===== src/cache_defs.svh =====
/*
 * cache geometry macros
 * offset, index and tag widths, set count
 */
`ifndef CACHE_DEFS_SVH
`define CACHE_DEFS_SVH

// byte offset within a 32-byte line
`define CACHE_S_OFFSET 5

// set index
`define CACHE_S_INDEX 3

// whatever is left of a 32-bit address
`define CACHE_S_TAG (32 - `CACHE_S_OFFSET - `CACHE_S_INDEX)

// sets per way
`define CACHE_NUM_SETS (2 ** `CACHE_S_INDEX)

`endif


===== src/cache_pkg.sv =====
/*
 * cache types
 * address, line, byte-enable, tag and index vectors, control states
 */
`default_nettype none

`include "cache_defs.svh"

package cache_pkg;

    typedef logic [31:0] addr_t;

    // one line, 8 bits per offset byte
    typedef logic [8*(2**`CACHE_S_OFFSET)-1:0] line_t;
    typedef logic [(2**`CACHE_S_OFFSET)-1:0] be_t;

    typedef logic [`CACHE_S_TAG-1:0] tag_t;
    typedef logic [`CACHE_S_INDEX-1:0] index_t;

    typedef enum logic [1:0] {
        s_idle,
        s_check,
        s_writeback,
        s_allocate
    } cache_state_e;

endpackage : cache_pkg

`default_nettype wire


===== src/array.sv =====
/*
 * per-set metadata store for tags and flag bits
 * cleared on reset, written on load, read combinationally
 */
`timescale 1ns/10ps
`default_nettype none

`include "cache_defs.svh"

module array #(
    parameter int width = 1
) (
    input  logic                  clk,
    input  logic                  rst_n,
    input  logic                  load,
    input  cache_pkg::index_t     index,
    input  logic [width-1:0]      datain,
    output logic [width-1:0]      dataout
);

    logic [width-1:0] data [`CACHE_NUM_SETS];

    always_ff @(posedge clk) begin
        if (!rst_n) begin
            for (int i = 0; i < `CACHE_NUM_SETS; i++) begin
                data[i] <= '0;
            end
        end else if (load) begin
            data[index] <= datain;
        end
    end

    // no bypass, a write shows up on the next cycle
    assign dataout = data[index];

endmodule : array

`default_nettype wire


===== src/data_array.sv =====
/*
 * per-set line store with byte write enables
 * combinational read, contents not reset
 */
`timescale 1ns/10ps
`default_nettype none

`include "cache_defs.svh"

module data_array (
    input  logic                clk,
    input  cache_pkg::be_t      write_en,
    input  cache_pkg::index_t   index,
    input  cache_pkg::line_t    datain,
    output cache_pkg::line_t    dataout
);

    cache_pkg::line_t data [`CACHE_NUM_SETS];

    // each enable bit owns one byte lane of the line
    always_ff @(posedge clk) begin
        for (int i = 0; i < $bits(cache_pkg::be_t); i++) begin
            if (write_en[i]) begin
                data[index][8*i +: 8] <= datain[8*i +: 8];
            end
        end
    end

    assign dataout = data[index];

endmodule : data_array

`default_nettype wire


===== src/cache_datapath.sv =====
/*
 * two-way cache datapath
 * tag, valid, dirty, lru and data arrays, tag compare,
 * way select, write-data steering, memory address mux
 */
`timescale 1ns/10ps
`default_nettype none

`include "cache_defs.svh"

module cache_datapath (
    input  logic                clk,
    input  logic                rst_n,

    // cpu side
    input  cache_pkg::addr_t    mem_address,
    input  cache_pkg::line_t    mem_wdata,
    output cache_pkg::line_t    mem_rdata,

    // memory side
    input  cache_pkg::line_t    pmem_rdata,
    output cache_pkg::line_t    pmem_wdata,
    output cache_pkg::addr_t    pmem_address,

    // status to control
    output logic                hit,
    output logic                dirty,

    // commands from control
    input  logic                tag_load,
    input  logic                valid_load,
    input  logic                dirty_load,
    input  logic                lru_load,
    input  cache_pkg::be_t      data_write_en,
    input  logic                pmem_addr_sel
);

    // address fields
    cache_pkg::tag_t    tag;
    cache_pkg::index_t  index;

    // array outputs
    cache_pkg::tag_t    tag0_out;
    cache_pkg::tag_t    tag1_out;
    logic               valid0_out;
    logic               valid1_out;
    logic               dirty0_out;
    logic               dirty1_out;
    logic               lru;
    cache_pkg::line_t   data0_out;
    cache_pkg::line_t   data1_out;

    // compare and steering
    logic               hit0;
    logic               hit1;
    logic               way_sel;
    cache_pkg::tag_t    victim_tag;
    cache_pkg::line_t   data_in;
    logic               dirty_in;
    cache_pkg::be_t     data0_write_en;
    cache_pkg::be_t     data1_write_en;

    assign tag   = mem_address[31 -: `CACHE_S_TAG];
    assign index = mem_address[`CACHE_S_OFFSET +: `CACHE_S_INDEX];

    array #(.width(`CACHE_S_TAG)) tag_way0 (
        .clk     (clk),
        .rst_n   (rst_n),
        .load    (tag_load & ~way_sel),
        .index   (index),
        .datain  (tag),
        .dataout (tag0_out)
    );

    array #(.width(`CACHE_S_TAG)) tag_way1 (
        .clk     (clk),
        .rst_n   (rst_n),
        .load    (tag_load & way_sel),
        .index   (index),
        .datain  (tag),
        .dataout (tag1_out)
    );

    array #(.width(1)) valid_way0 (
        .clk     (clk),
        .rst_n   (rst_n),
        .load    (valid_load & ~way_sel),
        .index   (index),
        .datain  (1'b1),
        .dataout (valid0_out)
    );

    array #(.width(1)) valid_way1 (
        .clk     (clk),
        .rst_n   (rst_n),
        .load    (valid_load & way_sel),
        .index   (index),
        .datain  (1'b1),
        .dataout (valid1_out)
    );

    array #(.width(1)) dirty_way0 (
        .clk     (clk),
        .rst_n   (rst_n),
        .load    (dirty_load & ~way_sel),
        .index   (index),
        .datain  (dirty_in),
        .dataout (dirty0_out)
    );

    array #(.width(1)) dirty_way1 (
        .clk     (clk),
        .rst_n   (rst_n),
        .load    (dirty_load & way_sel),
        .index   (index),
        .datain  (dirty_in),
        .dataout (dirty1_out)
    );

    // lru bit names the way to replace next
    array #(.width(1)) lru_bits (
        .clk     (clk),
        .rst_n   (rst_n),
        .load    (lru_load),
        .index   (index),
        .datain  (~way_sel),
        .dataout (lru)
    );

    data_array data_way0 (
        .clk      (clk),
        .write_en (data0_write_en),
        .index    (index),
        .datain   (data_in),
        .dataout  (data0_out)
    );

    data_array data_way1 (
        .clk      (clk),
        .write_en (data1_write_en),
        .index    (index),
        .datain   (data_in),
        .dataout  (data1_out)
    );

    // tag compare, qualified by valid
    assign hit0 = valid0_out && (tag0_out == tag);
    assign hit1 = valid1_out && (tag1_out == tag);
    assign hit  = hit0 | hit1;

    // hitting way on a hit, else the replacement candidate
    assign way_sel = hit ? hit1 : lru;

    assign victim_tag = way_sel ? tag1_out : tag0_out;
    assign dirty      = way_sel ? dirty1_out : dirty0_out;
    assign mem_rdata  = way_sel ? data1_out : data0_out;
    assign pmem_wdata = way_sel ? data1_out : data0_out;

    // cpu data on a write hit, memory data on a fill
    assign data_in  = hit ? mem_wdata : pmem_rdata;
    assign dirty_in = hit;

    assign data0_write_en = way_sel ? '0 : data_write_en;
    assign data1_write_en = way_sel ? data_write_en : '0;

    // line aligned, victim line during write-back
    always_comb begin
        if (pmem_addr_sel) begin
            pmem_address = {victim_tag, index, {`CACHE_S_OFFSET{1'b0}}};
        end else begin
            pmem_address = {mem_address[31:`CACHE_S_OFFSET], {`CACHE_S_OFFSET{1'b0}}};
        end
    end

endmodule : cache_datapath

`default_nettype wire


===== src/cache_control.sv =====
/*
 * cache control FSM
 * sequences hits, dirty write-backs and line fills
 */
`timescale 1ns/10ps
`default_nettype none

module cache_control (
    input  logic                clk,
    input  logic                rst_n,

    // cpu side
    input  logic                mem_read,
    input  logic                mem_write,
    input  cache_pkg::be_t      mem_byte_enable,
    output logic                mem_resp,

    // memory side
    output logic                pmem_read,
    output logic                pmem_write,
    input  logic                pmem_resp,

    // datapath status
    input  logic                hit,
    input  logic                dirty,

    // datapath commands
    output logic                tag_load,
    output logic                valid_load,
    output logic                dirty_load,
    output logic                lru_load,
    output cache_pkg::be_t      data_write_en,
    output logic                pmem_addr_sel
);

    cache_pkg::cache_state_e state;
    cache_pkg::cache_state_e next_state;

    always_ff @(posedge clk) begin
        if (!rst_n) begin
            state <= cache_pkg::s_idle;
        end else begin
            state <= next_state;
        end
    end

    always_comb begin
        next_state    = state;
        mem_resp      = 1'b0;
        pmem_read     = 1'b0;
        pmem_write    = 1'b0;
        tag_load      = 1'b0;
        valid_load    = 1'b0;
        dirty_load    = 1'b0;
        lru_load      = 1'b0;
        data_write_en = '0;
        pmem_addr_sel = 1'b0;

        case (state)
            cache_pkg::s_idle: begin
                if (mem_read || mem_write) begin
                    next_state = cache_pkg::s_check;
                end
            end

            cache_pkg::s_check: begin
                if (hit) begin
                    mem_resp   = 1'b1;
                    lru_load   = 1'b1;
                    next_state = cache_pkg::s_idle;
                    // write hit merges the enabled bytes and marks the line
                    if (mem_write) begin
                        data_write_en = mem_byte_enable;
                        dirty_load    = 1'b1;
                    end
                end else if (dirty) begin
                    next_state = cache_pkg::s_writeback;
                end else begin
                    next_state = cache_pkg::s_allocate;
                end
            end

            cache_pkg::s_writeback: begin
                pmem_write    = 1'b1;
                pmem_addr_sel = 1'b1;
                if (pmem_resp) begin
                    next_state = cache_pkg::s_allocate;
                end
            end

            cache_pkg::s_allocate: begin
                pmem_read = 1'b1;
                // fill the whole line, dirty cleared by the datapath
                if (pmem_resp) begin
                    tag_load      = 1'b1;
                    valid_load    = 1'b1;
                    dirty_load    = 1'b1;
                    data_write_en = '1;
                    next_state    = cache_pkg::s_check;
                end
            end

            default: begin
                next_state = cache_pkg::s_idle;
            end
        endcase
    end

endmodule : cache_control

`default_nettype wire


===== src/cache.sv =====
/*
 * cache top level
 * control FSM and datapath between cpu and memory ports
 */
`timescale 1ns/10ps
`default_nettype none

module cache (
    input  logic                clk,
    input  logic                rst_n,

    // cpu port
    input  logic                mem_read,
    input  logic                mem_write,
    input  cache_pkg::addr_t    mem_address,
    input  cache_pkg::line_t    mem_wdata,
    input  cache_pkg::be_t      mem_byte_enable,
    output cache_pkg::line_t    mem_rdata,
    output logic                mem_resp,

    // memory port
    output logic                pmem_read,
    output logic                pmem_write,
    output cache_pkg::addr_t    pmem_address,
    output cache_pkg::line_t    pmem_wdata,
    input  cache_pkg::line_t    pmem_rdata,
    input  logic                pmem_resp
);

    logic             hit;
    logic             dirty;
    logic             tag_load;
    logic             valid_load;
    logic             dirty_load;
    logic             lru_load;
    cache_pkg::be_t   data_write_en;
    logic             pmem_addr_sel;

    cache_control u_control (
        .clk             (clk),
        .rst_n           (rst_n),
        .mem_read        (mem_read),
        .mem_write       (mem_write),
        .mem_byte_enable (mem_byte_enable),
        .mem_resp        (mem_resp),
        .pmem_read       (pmem_read),
        .pmem_write      (pmem_write),
        .pmem_resp       (pmem_resp),
        .hit             (hit),
        .dirty           (dirty),
        .tag_load        (tag_load),
        .valid_load      (valid_load),
        .dirty_load      (dirty_load),
        .lru_load        (lru_load),
        .data_write_en   (data_write_en),
        .pmem_addr_sel   (pmem_addr_sel)
    );

    cache_datapath u_datapath (
        .clk           (clk),
        .rst_n         (rst_n),
        .mem_address   (mem_address),
        .mem_wdata     (mem_wdata),
        .mem_rdata     (mem_rdata),
        .pmem_rdata    (pmem_rdata),
        .pmem_wdata    (pmem_wdata),
        .pmem_address  (pmem_address),
        .hit           (hit),
        .dirty         (dirty),
        .tag_load      (tag_load),
        .valid_load    (valid_load),
        .dirty_load    (dirty_load),
        .lru_load      (lru_load),
        .data_write_en (data_write_en),
        .pmem_addr_sel (pmem_addr_sel)
    );

endmodule : cache

`default_nettype wire


===== config.mk =====
export PLATFORM = sky130hd
export DESIGN_NAME = cache
export DESIGN_NICKNAME = d
export VERILOG_FILES = /design/src/cache_pkg.sv /design/src/array.sv /design/src/data_array.sv /design/src/cache_datapath.sv /design/src/cache_control.sv /design/src/cache.sv
export VERILOG_INCLUDE_DIRS = /design/src /design/src/src
export SDC_FILE = /design/constraint.sdc
export NUM_CORES = 2
export LEC_CHECK = 0
export BUFFER_PORTS_ARGS = -buffer_cell sky130_fd_sc_hd__buf_4
export CORE_ASPECT_RATIO = 1.2
export CORE_MARGIN = 5
export CORE_UTILIZATION = 51
export CTS_CLUSTER_DIAMETER = 30
export CTS_CLUSTER_SIZE = 40
export DETAILED_ROUTE_END_ITERATION = 7
export PLACE_DENSITY_LB_ADDON = 0.05
export SYNTH_ARGS = -nofsm -noshare
export SYNTH_HDL_FRONTEND = slang
export SYNTH_MEMORY_MAX_BITS = 65536
export SYNTH_SLANG_ARGS = --single-unit

===== constraint.sdc =====
create_clock -name clk -period 7.5 [get_ports clk]
set_input_delay 0.75 -clock clk [delete_from_list [all_inputs] [get_ports clk]]
set_output_delay 0.75 -clock clk [all_outputs]
set_load 0.05 [all_outputs]

### Yosys cells after proc, flatten, opt, wreduce, memory -nomap -nowiden

Memory sizes are Yosys's and may differ from the RTL's.
Cells that the tools add are included.

* output and inout port bits: 547
* memories: 9
* RAM bits: 4520
* flip-flop bits (word level): 2
* logic and storage cells: 228
* input port bits: 581

Memories
* u_datapath.data_way0.data: words 8, width 256, read ports 1, clocked after memory_dff 0, wr ports 1, RTL line data_array.sv:18 `` cache_pkg::line_t data [`CACHE_NUM_SETS]; ``
* u_datapath.data_way1.data: words 8, width 256, read ports 1, clocked after memory_dff 0, wr ports 1, RTL line data_array.sv:18
* u_datapath.tag_way0.data: words 8, width 24, read ports 1, clocked after memory_dff 0, wr ports 8, RTL line array.sv:21 `` logic [width-1:0] data [`CACHE_NUM_SETS]; ``
* u_datapath.tag_way1.data: words 8, width 24, read ports 1, clocked after memory_dff 0, wr ports 8, RTL line array.sv:21
* u_datapath.dirty_way0.data: words 8, width 1, read ports 1, clocked after memory_dff 0, wr ports 8, RTL line array.sv:21
* u_datapath.dirty_way1.data: words 8, width 1, read ports 1, clocked after memory_dff 0, wr ports 8, RTL line array.sv:21
* 3 more memories

* reduce and logical (&&, ||, !) cells: 12
* equal/unequal tests: 8
* multiplexer cells: 192
* bitwise logic cells: 6

Operators with widths (number)
* $mux 256: 2
* $mux 32: 6
* $mux 1: 167
* $mux 24: 3
* $pmux 32 s2: 1
* $eq 24x24->1: 2
* $reduce_or 24->1: 2
* $mux 3: 7
* $mux 2: 4
* $pmux 2 s4: 1
* $reduce_or 1->1: 5
* $and 1x1->1: 4
* $eq 2x2->1 const B: 2
* $ne 2x2->1 const B: 2
* $reduce_and 3->1: 1
* $eq 2x1->1 const B: 1
* $logic_and 1x1->1: 2
* $logic_not 2->1: 1
* $ne 2x1->1 const B: 1
* $pmux 1 s2: 1
* $logic_or 1x1->1: 1
* $not 1->1: 1
* $or 1x1->1: 1

### Longest topological paths before layout

An unclocked memory read counts as a cell.

* depth after elaboration: 12
* gate-level depth with buffers: 19
* gate-level depth less buffers: 9

### Hierarchy

A second synthesis with hierarchy kept.

* cell total of the unflattened synthesis: 8917
* area total of the unflattened synthesis: 187472.3 µm²

Modules (own cells, without submodules)
* data_array: area each 78694.2 µm², cells each 3263, instances 2, sequential area each 61499.0 µm²
* array at u_datapath.tag_way0 ...: area each 8748.4 µm², cells each 514, instances 2, sequential area each 5765.5 µm²
* cache_datapath: area each 9988.3 µm², cells each 1117, instances 1, sequential area each 0.0 µm²
* array at u_datapath.lru_bits ...: area each 412.9 µm², cells each 36, instances 3, sequential area each 160.2 µm²
* array at u_datapath.dirty_way0 ...: area each 401.6 µm², cells each 35, instances 2, sequential area each 160.2 µm²
* cache_control: area each 556.8 µm², cells each 68, instances 1, sequential area each 40.0 µm²

### Worst setup path after synthesis

Ideal clock, no wire load.

* path type: input-to-output
* start: in mem_address[7]
* end: out pmem_wdata[229]
* setup slack: 2128 ps
* data arrival time: 4622 ps
* path buffers: 8
* stages: 17
* data required time: 6750 ps
* cells stage by stage: buf_6 > buf_6 > buf_6 > buf_2 > mux2_2 > o22ai_2 > nor3_1 > nand4b_1 > nor4_2 > nand4_2 > a21oi_2 > buf_4 > buf_6 > buf_4 > nor2_1 > a31oi_1 > buf_4

* longest elaborated chain between the ends: 6
* elaborated cells between the ends (all ways): 14
* those cells by class: eq/ne (2); mux (2); bitwise (1); reduce/logical (2); memory (7)

Ends and longest elaborated chain
* from (decl): RTL line cache.sv:15 `input cache_pkg::addr_t mem_address,`
* $mem_v2 8x24
* $eq 24x24->1 (on tied branches): RTL line cache_datapath.sv:147, cache_datapath.sv:148
* $logic_and 1x1->1 (on tied branches): RTL line cache_datapath.sv:147, cache_datapath.sv:148
* $or 1x1->1: RTL line cache_datapath.sv:149 `assign hit = hit0 | hit1;`
* $mux 1: RTL line cache_datapath.sv:152 `assign way_sel = hit ? hit1 : lru;`
* $mux 256 (*)
* to (decl): RTL line cache.sv:25 `output cache_pkg::line_t pmem_wdata,`

Mark *: on every way between the ends. The rest lies on a longest branch, timed or not.

### Worst setup path in the final report

* start: in mem_address[7]
* end: out mem_rdata[10]

* longest elaborated chain between the ends: 6
* elaborated cells between the ends (all ways): 14
* those cells by class: eq/ne (2); mux (2); bitwise (1); reduce/logical (2); memory (7)

Ends and longest elaborated chain
* $mem_v2 8x24
* $eq 24x24->1 (on tied branches): RTL line cache_datapath.sv:147, cache_datapath.sv:148
* $logic_and 1x1->1 (on tied branches): RTL line cache_datapath.sv:147, cache_datapath.sv:148
* $or 1x1->1: RTL line cache_datapath.sv:149
* $mux 1: RTL line cache_datapath.sv:152
* $mux 256 (*): RTL line cache_datapath.sv:156 `assign mem_rdata = way_sel ? data1_out : data0_out;`
* to (decl): RTL line cache.sv:18 `output cache_pkg::line_t mem_rdata,`

Marked as above.

==> results by stage <==
Route:
- The number of iterations in the first detailed-routing pass is 6.
- The per-cell via count in the routed design is 6.37.
- Summed over all layers, the routed wires come to 549000 um.
- The wire length per cell after detailed routing is 32.5 um.
- After the first detailed-routing iteration, the DRC count stood at 12519.
- The detailed-route DRC error count is 0.
- The final antenna-violating net count is 1.
- The total number of vias is 107705.

Synth:
- The number of synthesized register bits is 4522.
- The summed instance area of the synthesized netlist is 0.177 mm^2.
- After technology mapping, the gate count stands at 10590.
- A synthesized cell averages 16.7 um^2.
- Counting flops with a built-in enable in the synthesized netlist gives 4480.
- The share of synthesized area in the top cell type comes to 76.0%.
- The Yosys step of the flow raised 0 warnings.
- The dominant cell by count in the synthesized netlist is sky130_fd_sc_hd__edfxtp_1.
- Among all flip-flop cells after synthesis, the most frequent one is sky130_fd_sc_hd__edfxtp_1.
- In this run, distinct cell masters in the synthesized netlist total 68.
- By area the synthesized netlist is led by sky130_fd_sc_hd__edfxtp_1 76%, sky130_fd_sc_hd__a22oi_1 3.6%, sky130_fd_sc_hd__a221oi_1 3.0%.
- For this run, asynchronously set or reset flops after synthesis account for 0%.
- The cell type with the largest total area after synthesis is sky130_fd_sc_hd__edfxtp_1.
- The sequential share of the synthesized area is 76.5%.
- By count the netlist is led by 4480 x sky130_fd_sc_hd__edfxtp_1, 890 x sky130_fd_sc_hd__nor2_1, 858 x sky130_fd_sc_hd__a22oi_1.

Global routing:
- The number of antenna violations at the first check in global routing is 10.
- The first global-routing pass estimated 772000 um of wire.
- Global routing finished with a remaining overflow of 0.
- The combined global-route utilization of all metal layers is 29.6%.
- The number of global-route vias before repair is 108356.
- Entering global routing, the biggest net connects 139 pins.

Setup path:
- In this run the critical register-to-register path is captured at u_datapath.tag_way0.data[3][21].
- Walking the worst path, the cells encountered are buf_8 > buf_4 > mux2_2 > o22ai_1 > nor3_1 > nand4b_1 > nor4_1 > and3_1 > a21o_4 > buf_12 > buf_4 > nor2_1 > a31oi_1 > buf_4.
- The slowest stage cell on the critical path is sky130_fd_sc_hd__a31oi_1.
- The element type at the critical path end is an output port.
- On the worst path, the slowest cell contributes a delay of 0.76 ns.
- The arrival time at the worst endpoint is 6.03 ns.
- The source of the critical timing path is mem_address[7].
- The origin of the critical flop-to-flop path is u_datapath.tag_way0.data[4][6].
- In this run the worst path has a maximum fanout of 94.
- In this run the worst setup path terminates at mem_rdata[10].
- In this design, the critical path's most frequently occurring cell is sky130_fd_sc_hd__buf_4.
- The critical path in this run is classified as in2out.
- The data required time of the worst path is 6.75 ns.
- The slack of the worst reg-to-reg path is 2.02 ns.
- The launching element type of the critical path is an input pin.
- Measured in cells, the most critical reg-to-reg path has a length of 13.

Final layout:
- At the end of the flow, the number of nets in the layout was 12312.
- The multi-input combinational cells in the finished layout cover a total of 0.0364 mm^2.
- The summed area of non-filler cells in the final layout is 0.214 mm^2.
- The post-synthesis to final-layout area growth is 20.8%.
- Of the cells placed in the final design, the portion with a size suffix greater than 1 is 26.5%.
- The filler cell count is 25272.
- The sequential cell area is 0.135 mm^2.

Power and ir drop:
- In this run the static leakage power is 71.7 nW.
- The power density over cell area is 306 mW/mm^2.
- The final total power is 65.5 mW.
- Across the VDD grid, the largest voltage drop is 0.000217 V.

Clock tree:
- The clock buffer count from CTS is 722.
- Counting every sink on the clock net gives 4522.
- The TritonCTS clock tree is done.
- The tree is rooted in a sky130_fd_sc_hd__clkbuf_16.
- The clock network latency to the later pin of the worst-skew pair is 1.06 ns.
- The number of hold buffers added after CTS was 0.
- The number of cells upsized or downsized after cts is 0.
- The maximum buffer depth of the clock tree is 4.
- After clock tree synthesis, the clock-pin slew on the worst setup and hold paths is 0.05 ns.
- The H-tree generated during clock tree synthesis spans 6 levels.
- The number of setup buffers added after CTS is 0.

Placed design:
- The count of input and output buffers is 1117.
- The global placer's final weighted congestion is 0.819.
- Once placement finished, the instance area stood at 0.189 mm^2.
- Detailed placement finished with a half-perimeter wire length of 317000 um.

STA:
- The accumulated negative setup slack is 0 ns.
- The worst clock skew is 0.0423 ns.
- The total count of hold-check failures in the final report is 0.
- The actual slew at the worst max-slew pin is 1.17 ns.
- The final period utilization is 90.4%.
- Setup repair after global routing left no endpoint under its margin.
- Derived from the worst setup path, the maximum achievable clock frequency is 0.147 GHz.
- The post-route minimum period is 6.78 ns.
- The worst max-slew margin expressed relative to the limit is 21.8%.
- The final count of pins violating max slew is 0.
- The final-report setup violation count is 0.

Die:
- The die width is 548 um.
- The placeable core area is 0.347 mm^2.
- After floorplanning, the core was divided into 237 placement rows.
- The floorplan die area is 0.359 mm^2.
- The die span in y is 655 um.
- The boundary pin count is 1128.
- The starting density of the core is 51.1%.

Status:
- The run finished, with violations left.
- The checks that failed: antenna violations.

Worst hold path:
- The min-delay analysis places its worst path in the category in2reg.

Flow run:
- The tool flagged a number of max-cap violations equal to 0.
## cells in the final DEF (no fill, tap or decap), types with 19 or more instances in the layout
cell and count:
sky130_fd_sc_hd__a211oi_1 46, sky130_fd_sc_hd__a21oi_1 161, sky130_fd_sc_hd__a221oi_1 609, sky130_fd_sc_hd__a22o_1 404
sky130_fd_sc_hd__a22oi_1 858, sky130_fd_sc_hd__a31oi_1 210, sky130_fd_sc_hd__and2_1 308, sky130_fd_sc_hd__buf_12 39
sky130_fd_sc_hd__buf_4 1444, sky130_fd_sc_hd__bufinv_16 87, sky130_fd_sc_hd__clkbuf_1 81, sky130_fd_sc_hd__clkbuf_16 732
sky130_fd_sc_hd__clkinv_1 84, sky130_fd_sc_hd__clkinv_2 118, sky130_fd_sc_hd__clkinv_4 52, sky130_fd_sc_hd__clkinv_8 20
sky130_fd_sc_hd__clkinvlp_4 84, sky130_fd_sc_hd__dfxtp_1 42, sky130_fd_sc_hd__edfxtp_1 4480, sky130_fd_sc_hd__inv_1 39
sky130_fd_sc_hd__inv_6 67, sky130_fd_sc_hd__mux2_2 468, sky130_fd_sc_hd__mux2i_1 186, sky130_fd_sc_hd__mux4_2 45
sky130_fd_sc_hd__nand2_1 35, sky130_fd_sc_hd__nand2b_1 22, sky130_fd_sc_hd__nand4_1 207, sky130_fd_sc_hd__nor2_1 875
sky130_fd_sc_hd__nor3_1 31, sky130_fd_sc_hd__nor4_1 66, sky130_fd_sc_hd__nor4_2 19, sky130_fd_sc_hd__o21ai_0 30
sky130_fd_sc_hd__o21ai_1 63, sky130_fd_sc_hd__o22ai_1 84, sky130_fd_sc_hd__or3_1 25
## how the worst min path moves through the flow
| stage | depth (start not counted) | slack [ns] | to | startpoint |
|---|---|---|---|---|
| 5_1_grt | 2 | 0.13 | u_datapath.tag_way0.data[0][13] | mem_address[21] |
| 3_5_place_dp | 1 | 0.44 | u_datapath.valid_way1.data[2] | u_datapath.valid_way1.data[2] |
| 3_3_place_gp | 1 | 0.43 | u_datapath.valid_way0.data[4] | u_datapath.valid_way0.data[4] |
| 6_report | 2 | 0.16 | u_datapath.tag_way0.data[0][13] | mem_address[21] |
| 2_1_floorplan | 1 | 0.42 | u_datapath.valid_way0.data[4] | u_datapath.valid_way0.data[4] |
| 4_1_cts | 2 | 0.07 | u_datapath.tag_way0.data[0][13] | mem_address[21] |
## cells by family after synthesis
group	share of synthesized area [%]
AO/OA/AOI/OAI	11.0
XOR/XNOR	0.109
adder cells (fa/ha/maj)	0.0283
buffers and inverters	3.16
flip-flops	76.5
multiplexers	4.63
other	0.00212
AND/OR/NAND/NOR	4.66
## state kept, by name, indices dropped and copies added, names as in the netlist
register / cells
u_datapath.tag_way0.data: 192
u_datapath.valid_way0.data: 8
u_datapath.data_way1.data: 2048
u_datapath.data_way0.data: 2048
u_control.state: 2
u_datapath.lru_bits.data: 8
u_datapath.dirty_way1.data: 8
u_datapath.valid_way1.data: 8
u_datapath.dirty_way0.data: 8
u_datapath.tag_way1.data: 192
## layer usage
| metal | vias up | part of all wire [%] | GRT usage [%] |
|---|---|---|---|
| met3 | 1019 | 8.5 | 5.40 |
| li1 | 45381 | - | - |
| met5 | - | 0.0040 | 0 |
| met1 | 55599 | 39 | 39.4 |
| met4 | 4 | 3.6 | 10.3 |
| met2 | 5702 | 49 | 49.3 |
## report_power, final
| group | switching [mW] | total [mW] | internal, mW |
|---|---|---|---|
| registers | 0.0303 | 27.9 | 27.9 |
| clock network | 12.1 | 33.1 | 21.0 |
| logic | 3.25 | 4.46 | 1.22 |
| total | 15.4 | 65.5 | 50.2 |
## critical path: cells and delay by family
family	cells	cell delay [ns]
mux	1	0.39
compound gates	3	1.54
simple gates	5	1.19
buf+inv	5	1.92
## stage by stage
stage          hold slack (ns)  worst slack (ns)  util, %  std cells
6_report                 0.157             0.718     61.7      16896
5_1_grt                  0.130             0.608     61.7      16888
4_1_cts                 0.0676             0.856     61.7      16886
3_5_place_dp             0.441             0.853     54.6      15544
3_3_place_gp             0.429             0.885     54.6      15544
2_1_floorplan            0.420              2.13        -      10594
## area by class of cell
cell class,instances,share of cell area (%)
inverter,45,0.0837
sequential,4522,63.3
timing repair buffer,1486,5.46
clock buffer,813,8.71
antenna,10,0.0117
clock inverter,529,2.75
multi-input combinational,4950,17.0
tap,4541,2.66
(Power assumes the default switching activity.)
